### config.mk
export PLATFORM = sky130hd
export DESIGN_NAME = correlator_top
export DESIGN_NICKNAME = d
export VERILOG_FILES = /design/src/design/correlator_pkg.sv /design/src/design/sample_delay_line.sv /design/src/design/baseline_accumulator.sv /design/src/design/integration_control.sv /design/src/design/frame_readout.sv /design/src/design/correlator_top.sv
export VERILOG_INCLUDE_DIRS = /design/src /design/src/design
export SDC_FILE = /design/constraint.sdc
export NUM_CORES = 2
export LEC_CHECK = 0
export BUFFER_PORTS_ARGS = -buffer_cell sky130_fd_sc_hd__buf_2
export CAP_MARGIN = 10
export CELL_PAD_IN_SITES_DETAIL_PLACEMENT = 0
export CELL_PAD_IN_SITES_GLOBAL_PLACEMENT = 1
export CORE_AREA = 2 2 286 288
export DETAILED_ROUTE_END_ITERATION = 12
export DIE_AREA = 0 0 288 290
export GPL_TIMING_DRIVEN = 0
export HOLD_SLACK_MARGIN = 0.06
export PLACE_DENSITY_LB_ADDON = 0.1
export SLEW_MARGIN = 0
export SYNTH_ARGS = -nofsm -noshare
export SYNTH_HDL_FRONTEND = slang
export SYNTH_SLANG_ARGS = --single-unit
export TNS_END_PERCENT = 50
### constraint.sdc
create_clock -name clk -period 44.4 [get_ports clk]
set_input_delay 13.32 -clock clk [delete_from_list [all_inputs] [get_ports clk]]
set_output_delay 13.32 -clock clk [all_outputs]
set_load 0.01 [all_outputs]
### src/design/correlator_defines.svh
// ==============================
// Correlator parameters
// Input, lag, counter and integration
// sizes shared by all blocks.
// ==============================

`ifndef CORRELATOR_DEFINES_SVH
`define CORRELATOR_DEFINES_SVH

// Number of one-bit signal inputs.
`define CORR_NUM_INPUTS 4

// One-sided lag count, taps 0 .. CORR_LAG-1 per delay line.
`define CORR_LAG 2

// Lag points per baseline, from -(CORR_LAG-1) to +(CORR_LAG-1).
`define CORR_LAG_TAPS (2 * `CORR_LAG - 1)

// Input pairs i<j.
`define CORR_NUM_BASELINES (`CORR_NUM_INPUTS * (`CORR_NUM_INPUTS - 1) / 2)

// Agreement counter width.
`define CORR_RESOLUTION 16

// Samples per integration.
`define CORR_INTEG_LEN 64

// Words sent per frame.
`define CORR_FRAME_WORDS (`CORR_NUM_BASELINES * `CORR_LAG_TAPS)

`endif

### src/design/correlator_pkg.sv
// ==============================
// Correlator types
// Samples, counts, indices and the
// tagged readout word.
// ==============================

`include "correlator_defines.svh"

package correlator_pkg;

	// One sample from every input.
	typedef logic [`CORR_NUM_INPUTS-1:0] sample_t;

	// Delay-line history of one input, tap 0 newest.
	typedef logic [`CORR_LAG-1:0] taps_t;

	typedef logic [`CORR_RESOLUTION-1:0] count_t;

	// All lag totals of one baseline.
	typedef count_t [`CORR_LAG_TAPS-1:0] lag_counts_t;

	// Integration sequence number, wraps.
	typedef logic [7:0] frame_idx_t;

	typedef logic [2:0] baseline_t;

	// Index 0 is the most negative lag.
	typedef logic [1:0] lag_idx_t;

	typedef struct packed {
		frame_idx_t frame_idx;
		baseline_t  baseline;
		lag_idx_t   lag;
		count_t     count;
	} corr_word_t;

	typedef enum logic [1:0] {
		idle,
		present,
		wait_ack_low
	} readout_state_t;

endpackage

### src/design/sample_delay_line.sv
// ==============================
// Sample delay line
// Keeps the last CORR_LAG samples
// of one input as lagged taps.
// ==============================

`include "correlator_defines.svh"

module sample_delay_line
	import correlator_pkg::*;
(
	input  logic  clk,
	input  logic  reset,
	input  logic  strobe,
	input  logic  sample,
	output taps_t taps
);

	taps_t shift_next;

	// New sample enters at tap 0, oldest falls off the top.
	always_comb begin
		shift_next = taps << 1;
		shift_next[0] = sample;
	end

	always_ff @(posedge clk) begin
		if (!reset) begin
			taps <= '0;
		end else if (strobe) begin
			taps <= shift_next;
		end
	end

endmodule

### src/design/baseline_accumulator.sv
// ==============================
// Baseline accumulator
// Counts sample agreements of one
// input pair at every lag.
// ==============================

`include "correlator_defines.svh"

module baseline_accumulator
	import correlator_pkg::*;
(
	input  logic        clk,
	input  logic        reset,
	input  logic        step,
	input  logic        dump,
	input  taps_t       taps_a,
	input  taps_t       taps_b,
	output lag_counts_t totals
);

	logic [`CORR_LAG_TAPS-1:0] agree;
	lag_counts_t running;

	genvar k;
	generate
		for (k = 0; k < `CORR_LAG_TAPS; k++) begin : g_lag
			localparam int lag = k - (`CORR_LAG - 1);

			// Positive lag delays input b, negative lag delays input a.
			if (lag >= 0) begin : g_pos
				assign agree[k] = (taps_a[0] == taps_b[lag]);
			end else begin : g_neg
				assign agree[k] = (taps_a[-lag] == taps_b[0]);
			end

			// Counter must not wrap inside an integration.
			no_overflow: assert property (
				@(posedge clk) disable iff (!reset)
				step |-> running[k] != '1
			);
		end
	endgenerate

	always_ff @(posedge clk) begin
		if (!reset) begin
			running <= '0;
			totals <= '0;
		end else if (step) begin
			for (int i = 0; i < `CORR_LAG_TAPS; i++) begin
				if (dump) begin
					// Last step of the frame goes into the dump.
					totals[i] <= running[i] + count_t'(agree[i]);
					running[i] <= '0;
				end else begin
					running[i] <= running[i] + count_t'(agree[i]);
				end
			end
		end
	end

endmodule

### src/design/integration_control.sv
// ==============================
// Integration control
// Turns strobes into accumulate steps
// and closes a frame every
// CORR_INTEG_LEN samples.
// ==============================

`include "correlator_defines.svh"

module integration_control
	import correlator_pkg::*;
(
	input  logic       clk,
	input  logic       reset,
	input  logic       sample_strobe,
	output logic       step,
	output logic       dump,
	output logic       frame_ready,
	output frame_idx_t frame_idx
);

	localparam int cnt_w = $clog2(`CORR_INTEG_LEN);

	logic [cnt_w-1:0] step_cnt;

	// Dump rides on the last step of the integration.
	assign dump = step && (step_cnt == cnt_w'(`CORR_INTEG_LEN - 1));

	always_ff @(posedge clk) begin
		if (!reset) begin
			step <= 1'b0;
			step_cnt <= '0;
			frame_ready <= 1'b0;
			frame_idx <= '0;
		end else begin
			step <= sample_strobe;
			frame_ready <= dump;
			if (step) begin
				step_cnt <= dump ? '0 : step_cnt + 1'b1;
			end
			// Index moves on once the frame has been offered.
			if (frame_ready) begin
				frame_idx <= frame_idx + 1'b1;
			end
		end
	end

	// A dump only follows a real strobe.
	dump_needs_step: assert property (
		@(posedge clk) disable iff (!reset)
		dump |-> step && $past(sample_strobe)
	);

endmodule

### src/design/frame_readout.sv
// ==============================
// Frame readout
// Captures a dumped frame and sends
// it word by word over req/ack.
// ==============================

`include "correlator_defines.svh"

module frame_readout
	import correlator_pkg::*;
(
	input  logic        clk,
	input  logic        reset,
	input  logic        frame_ready,
	input  frame_idx_t  frame_idx,
	input  lag_counts_t totals [`CORR_NUM_BASELINES],
	output corr_word_t  out_word,
	output logic        out_req,
	input  logic        out_ack,
	output logic        frame_dropped
);

	readout_state_t state;
	lag_counts_t frame_buf [`CORR_NUM_BASELINES];
	frame_idx_t frame_idx_q;
	baseline_t bl;
	lag_idx_t lag;
	logic last_word;

	assign last_word = (bl == baseline_t'(`CORR_NUM_BASELINES - 1)) &&
		(lag == lag_idx_t'(`CORR_LAG_TAPS - 1));

	assign out_req = (state == present);
	assign out_word = '{
		frame_idx: frame_idx_q,
		baseline:  bl,
		lag:       lag,
		count:     frame_buf[bl][lag]
	};

	// Capture of a dumped frame while idle.
	always_ff @(posedge clk) begin
		if (state == idle && frame_ready) begin
			frame_buf <= totals;
			frame_idx_q <= frame_idx;
		end
	end

	always_ff @(posedge clk) begin
		if (!reset) begin
			state <= idle;
			bl <= '0;
			lag <= '0;
			frame_dropped <= 1'b0;
		end else begin
			frame_dropped <= frame_ready && (state != idle);
			case (state)
				idle: begin
					if (frame_ready) begin
						bl <= '0;
						lag <= '0;
						state <= present;
					end
				end
				present: begin
					if (out_ack) state <= wait_ack_low;
				end
				wait_ack_low: begin
					// Next word only after the consumer released ack.
					if (!out_ack) begin
						if (last_word) begin
							state <= idle;
						end else begin
							if (lag == lag_idx_t'(`CORR_LAG_TAPS - 1)) begin
								lag <= '0;
								bl <= bl + 1'b1;
							end else begin
								lag <= lag + 1'b1;
							end
							state <= present;
						end
					end
				end
				default: state <= idle;
			endcase
		end
	end

	word_stable: assert property (
		@(posedge clk) disable iff (!reset)
		out_req && $past(out_req) |-> $stable(out_word)
	);

endmodule

### src/design/correlator_top.sv
// ==============================
// Lag correlator top
// Four one-bit inputs, six baselines,
// framed req/ack readout.
// ==============================

`include "correlator_defines.svh"

module correlator_top
	import correlator_pkg::*;
(
	input  logic       clk,
	input  logic       reset,
	input  logic       sample_strobe,
	input  sample_t    sample,
	output corr_word_t out_word,
	output logic       out_req,
	input  logic       out_ack,
	output logic       frame_dropped
);

	taps_t taps [`CORR_NUM_INPUTS];
	lag_counts_t totals [`CORR_NUM_BASELINES];
	logic step;
	logic dump;
	logic frame_ready;
	frame_idx_t frame_idx;

	genvar i, j;
	generate
		for (i = 0; i < `CORR_NUM_INPUTS; i++) begin : g_line
			sample_delay_line u_delay (
				.clk    (clk),
				.reset  (reset),
				.strobe (sample_strobe),
				.sample (sample[i]),
				.taps   (taps[i])
			);
		end

		// Baselines numbered (0,1), (0,2), (0,3), (1,2), (1,3), (2,3).
		for (i = 0; i < `CORR_NUM_INPUTS - 1; i++) begin : g_a
			for (j = i + 1; j < `CORR_NUM_INPUTS; j++) begin : g_b
				localparam int bl = i * `CORR_NUM_INPUTS - i * (i + 1) / 2 + (j - i - 1);

				baseline_accumulator u_acc (
					.clk    (clk),
					.reset  (reset),
					.step   (step),
					.dump   (dump),
					.taps_a (taps[i]),
					.taps_b (taps[j]),
					.totals (totals[bl])
				);
			end
		end
	endgenerate

	integration_control u_ctrl (
		.clk           (clk),
		.reset         (reset),
		.sample_strobe (sample_strobe),
		.step          (step),
		.dump          (dump),
		.frame_ready   (frame_ready),
		.frame_idx     (frame_idx)
	);

	frame_readout u_readout (
		.clk           (clk),
		.reset         (reset),
		.frame_ready   (frame_ready),
		.frame_idx     (frame_idx),
		.totals        (totals),
		.out_word      (out_word),
		.out_req       (out_req),
		.out_ack       (out_ack),
		.frame_dropped (frame_dropped)
	);

endmodule

Word-level counts from Yosys, hierarchy flattened. Index checks and enable logic that the tools add are counted.

Flip-flop bits (word level): 904. Bits in latches: 0. Bits in writable memories: 0. Bits in read-only memories: 0. Output and inout port bits: 31. Word-level logic and storage cells: 170. Memories: 0.

Add/sub/neg operators: 22. $mul: 0. Divide/modulo/power cells: 0. $lt $le $gt $ge: 2. Equality and inequality tests: 28. Shift-type cells: 0. Multiplexer cells: 39. Bitwise gates (word level): 1. Reductions and logical operators: 11.

Operator list (count): $mux W16 (19); $add A16 B1 Y16 (18); $bmux W48 S3 (1); $mux W48 (2); $bmux W16 S2 (1); $eq A1 B1 Y1 (18); $mux W2 (7); $mux W3 (4); $add A8 B1 Y8 const B (1); $add A6 B1 Y6 const B (1); $eq A6 B6 Y1 const B (1); $mux W6 (1); $ne A2 B2 Y1 const B (3); $pmux W2 S3 (1); $pmux W3 S2 (1); $reduce_and A5 Y1 (1); $eq A2 B2 Y1 const B (2); $ge A4 B4 Y1 const B (1); $logic_and A1 B1 Y1 (4); $ne A2 B1 Y1 const B (2); $not A3 Y4 (1); $pmux W2 S2 (1); $reduce_and A4 Y1 (1); $reduce_bool A2 Y1 (2); 9 further kinds (9).

Depth between registers and ports, before layout.
Word-level depth: 6. Mapped depth: 9. Mapped depth without buffers: 7.

By module. From an unflattened synthesis, not the netlist that was laid out.

Cell total of the unflattened synthesis: 4098. Area, all modules: 41031.9 µm².

By module, submodules not included: baseline_accumulator at g_a[0].g_b[1].u_acc ... (times used 5, cells each 562, area each 4718.3 µm²); frame_readout (times used 1, cells each 621, area each 11797.6 µm²); baseline_accumulator at g_a[1].g_b[2].u_acc (times used 1, cells each 572, area each 4675.7 µm²); integration_control (times used 1, cells each 71, area each 676.9 µm²); sample_delay_line (times used 4, cells each 6, area each 72.6 µm²).

Worst setup path before layout. Ideal clock, no wire load.

Path type: register to register. Start: reg u_ctrl.frame_ready. End: reg u_readout.bl[1]. Arrival: 24956 ps. Data required time: 44324 ps. Path slack: 19368 ps. Stages on the path, launching flop included: 6. Clock period less this slack: 25032 ps. Cell sequence: dfxtp_1 clkbuf_1 nor3b_1 a41oi_1 or4_1 o22ai_1.

Word-level cells in the longest chain between the ends: 2.

Ends and longest elaborated chain: start: declaration (line integration_control.sv:18) `output logic frame_ready,`; start signal: assignment (line integration_control.sv:37) `frame_ready <= dump;`; $ne A2 B2 Y1 (no source line); $reduce_and A5 Y1 (no source line); end signal: assignment (line frame_readout.sv:76) `bl <= bl + 1'b1;`; end: declaration (line frame_readout.sv:26) `baseline_t bl;`.

Every way passes these cells. A chain may end at the register's enable or synchronous reset.

==> results_dict.tcl <==
set metrics [dict create \
    fillers 7212 \
    fmax_mhz 56.89 \
    htreeDepth 3 \
    first_global_vias 30200 \
    r2r_cells 7 \
    startpoint_type "register" \
    worstHoldPathType "reg -> reg" \
    worstPathBufferInverterCount 4 \
    rsz0062_at_grt "no" \
    core_region_area_mm2 0.08016 \
    grt_max_degree 15 \
    fin_crit_sh_pct 39.59 \
    synth-simple-area-share_pct 16.79 \
    cts_resized 0 \
    crit_start "u_readout.bl[0]" \
    outcome "complete, no violations" \
    crit_family "buffers and inverters" \
    synthAdderAreaFrac_pct 1.443 \
    hold_slack_ps 423.0 \
    syn_inst 4003 \
    path_class "reg -> out" \
    synth_compound_area_share_pct 15.20 \
    worstMarginPinSlew_ps 1358 \
    setup_violations 0 \
    ys_warn_count 0 \
    cts.sinks 904 \
    rows 104 \
    synthMuxAreaShare_pct 4.167 \
    avgSynthCellArea_um2 9.961 \
    hpwl_mm 125.2 \
    synthXorXnorAreaFrac_pct 5.842 \
    ys_ff_latch 904 \
    slowest_delay_ps 650 \
    yosysSeqAreaShare_pct 52.81 \
    dieArea_mm2 0.08352 \
    ios 39 \
    fin_ws_ps 26820 \
    io_buffer_count 36 \
    clk_pin_slew_ps 60 \
    drtAntennaViolNets 0 \
    place.gp.congestion 1.030 \
    overflow 0 \
    final.setup.tns_ps 0 \
    pre_cts_slack_ps 27090 \
    path_depth 8 \
    wire_per_inst_um 30.95 \
    cts_tree "built" \
    timing.rr.end "g_a[1].g_b[2].u_acc.running[24]" \
    clockBufferDepth 3 \
    yosys-top-cells-count "dfxtp_1 (608), a21oi_1 (363), o21ai_0 (363)" \
    hold_viol_final 0 \
    antenna_found_initial 8 \
    netlist_area_mm2 0.03988 \
    grt.total_usage_pct 38.54 \
    cts_buffers 95 \
    async_flop_share_pct 0 \
    die_y_um 290 \
    maxSlewViolCount 0 \
    maxCapViolCount 0 \
    layout.cells.non_filler 5316 \
    synth_top_area_share_pct 30.52 \
    reg2reg_slack_ps 40430 \
    crit_required_ps 31080 \
    rr_startpoint "u_ctrl.step_cnt[0]" \
    hold_buffers 0 \
    synth_area_leaders "dfxtp_1 (31%), edfxtp_1 (22%), a21oi_1 (4.6%), o21ai_0 (4.6%), xnor2_1 (3.2%)" \
    finalClockSkew_ps 28.39 \
    dp_cells 5133 \
    min_period_ps 17580 \
    clock_latency_ps 670 \
    ys_types 59 \
    drt_iter0_drc 5287 \
    area_growth_pct 13.05 \
    start_util_pct 49.75 \
    path_common_cell "buf_2" \
    crit_end "out_word[5]" \
    end_kind "output port" \
    fin_area_mm2 0.04508 \
    vias 34540 \
    synth_edf_count 296 \
    slowest_stage "buf_2" \
    p_leak_uw 0.01384 \
    firstDrtPassIters 6 \
    wl_mm 164.5 \
    final_layout_size_suffix_gt1_share_pct 8.277 \
    synth_top_family_by_area "simple AND/OR/NAND/NOR gates" \
    synth.most_common_cell "dfxtp_1" \
    routed_via_density 6.497 \
    dpl-instance-area_mm2 0.04177 \
    crit_fanout 10 \
    syn_nets 4057 \
    grt_pass1_wl_mm 226.8 \
    path_cells "buf_2 -> buf_2 -> buf_2 -> mux2i_1 -> o22ai_1 -> a211oi_1 -> nand2_1 -> buf_2" \
    clockRootBuffer "clkbuf_16" \
    drc_errors 0 \
    peakVddDrop_uv 38.49 \
    post_cts_buffers 0 \
    power_density_mw_per_mm2 38.98 \
    slew_headroom_pct 9.447 \
    crit_arrival_ps 4260 \
    synth_top_cell_by_area "dfxtp_1" \
    dieWidth_um 288 \
    synth-main-ff-cell "dfxtp_1" \
    final_nets 4224 \
]
==> worst reg2reg max path: stages (launching register included) <==
cell	delay, ps
dfxtp_1	370
ha_1	220
nand4_2	300
o21ai_1	1090
clkbuf_1	710
clkbuf_1	790
nor4b_1	120
a31o_2	260
==> cell families (layout without fill, tap and decap cells) <==
group | after synthesis | after routing
simple gates | 1243 | 1243
compound gates | 1047 | 1047
flops | 904 | 904
buf+inv | 382 | 632
xor+xnor | 266 | 266
mux | 115 | 115
fa+ha+maj | 46 | 46
other cells | 0 | 3
==> stage by stage <==
step,power [uW],utilization (%)
after floorplan,898.0,-
after global placement,925.5,51.63
after detailed placement,925.7,52.11
after CTS,1757,56.23
after global routing,1792,56.23
final,1757,56.24
==> flip-flops by register name, indices dropped and copies added, names as in the netlist, 3 cells and up <==
register and flops:
g_a.g_b.u_acc.totals 288, u_readout.frame_idx_q 8, g_a.g_b.u_acc.running 288, g_line.u_delay.taps 8
u_ctrl.step_cnt 6, u_readout.frame_buf 288, u_ctrl.frame_idx 8, u_readout.bl 3
==> placed cells by master, fill, tap and decap left out, types with 47 or more instances in the layout <==
master / n
or3_1: 113
nor2_1: 115
nand2_1: 326
edfxtp_1: 296
o21ai_0: 362
o22ai_1: 52
nand3_1: 224
a21oi_1: 363
clkbuf_16: 99
xnor2_1: 147
xor2_1: 119
nand4_1: 119
mux2i_1: 67
clkbuf_1: 304
a211oi_1: 47
dfxtp_1: 608
a31oi_1: 81
buf_2: 86
nor4_1: 49
==> layer usage <==
metal	GRT usage, %	wire length, um	vias up
met1	55.09	67380	16840
li1	-	-	15250
met2	53.31	66740	2102
met5	0	40	-
met4	18.08	8914	6
met3	11.18	21460	341
==> cell type report <==
cell class	instances	area, um2	share of cell area [%]
clock inverters	49	621.8	1.379
well taps	1060	1326	2.942
diodes	3	7.507	0.01665
plain buffers	349	1370	3.039
multi-input cells	2717	17330	38.45
clock buffers	131	2678	5.940
flip-flops and latches	904	21060	46.72
repair buffers	70	558.0	1.238
inverters	33	123.9	0.2748
==> how the worst min path moves through the flow <==
stage | slack (ps) | from | cells past startpoint | endpoint
floorplan | 400 | g_a[1].g_b[2].u_acc.totals[4] | 0 | u_readout.frame_buf[100]
global placement | 400 | g_a[0].g_b[3].u_acc.totals[39] | 0 | u_readout.frame_buf[183]
detailed placement | 410 | g_a[1].g_b[2].u_acc.totals[5] | 0 | u_readout.frame_buf[101]
CTS | 420 | g_a[1].g_b[3].u_acc.totals[35] | 0 | u_readout.frame_buf[83]
global route | 430 | g_a[0].g_b[1].u_acc.totals[31] | 0 | u_readout.frame_buf[271]
finish | 420 | g_a[0].g_b[2].u_acc.totals[14] | 0 | u_readout.frame_buf[206]
==> power breakdown <==
| group | switching [uW] | total, uW | internal (uW) | leakage [uW] |
|---|---|---|---|---|
| logic | 45.5 | 57.1 | 11.7 | 0.00496 |
| registers | 2.15 | 852 | 850 | 0.00730 |
| clock network | 353 | 848 | 495 | 0.00159 |
(Power assumes the default switching activity.)
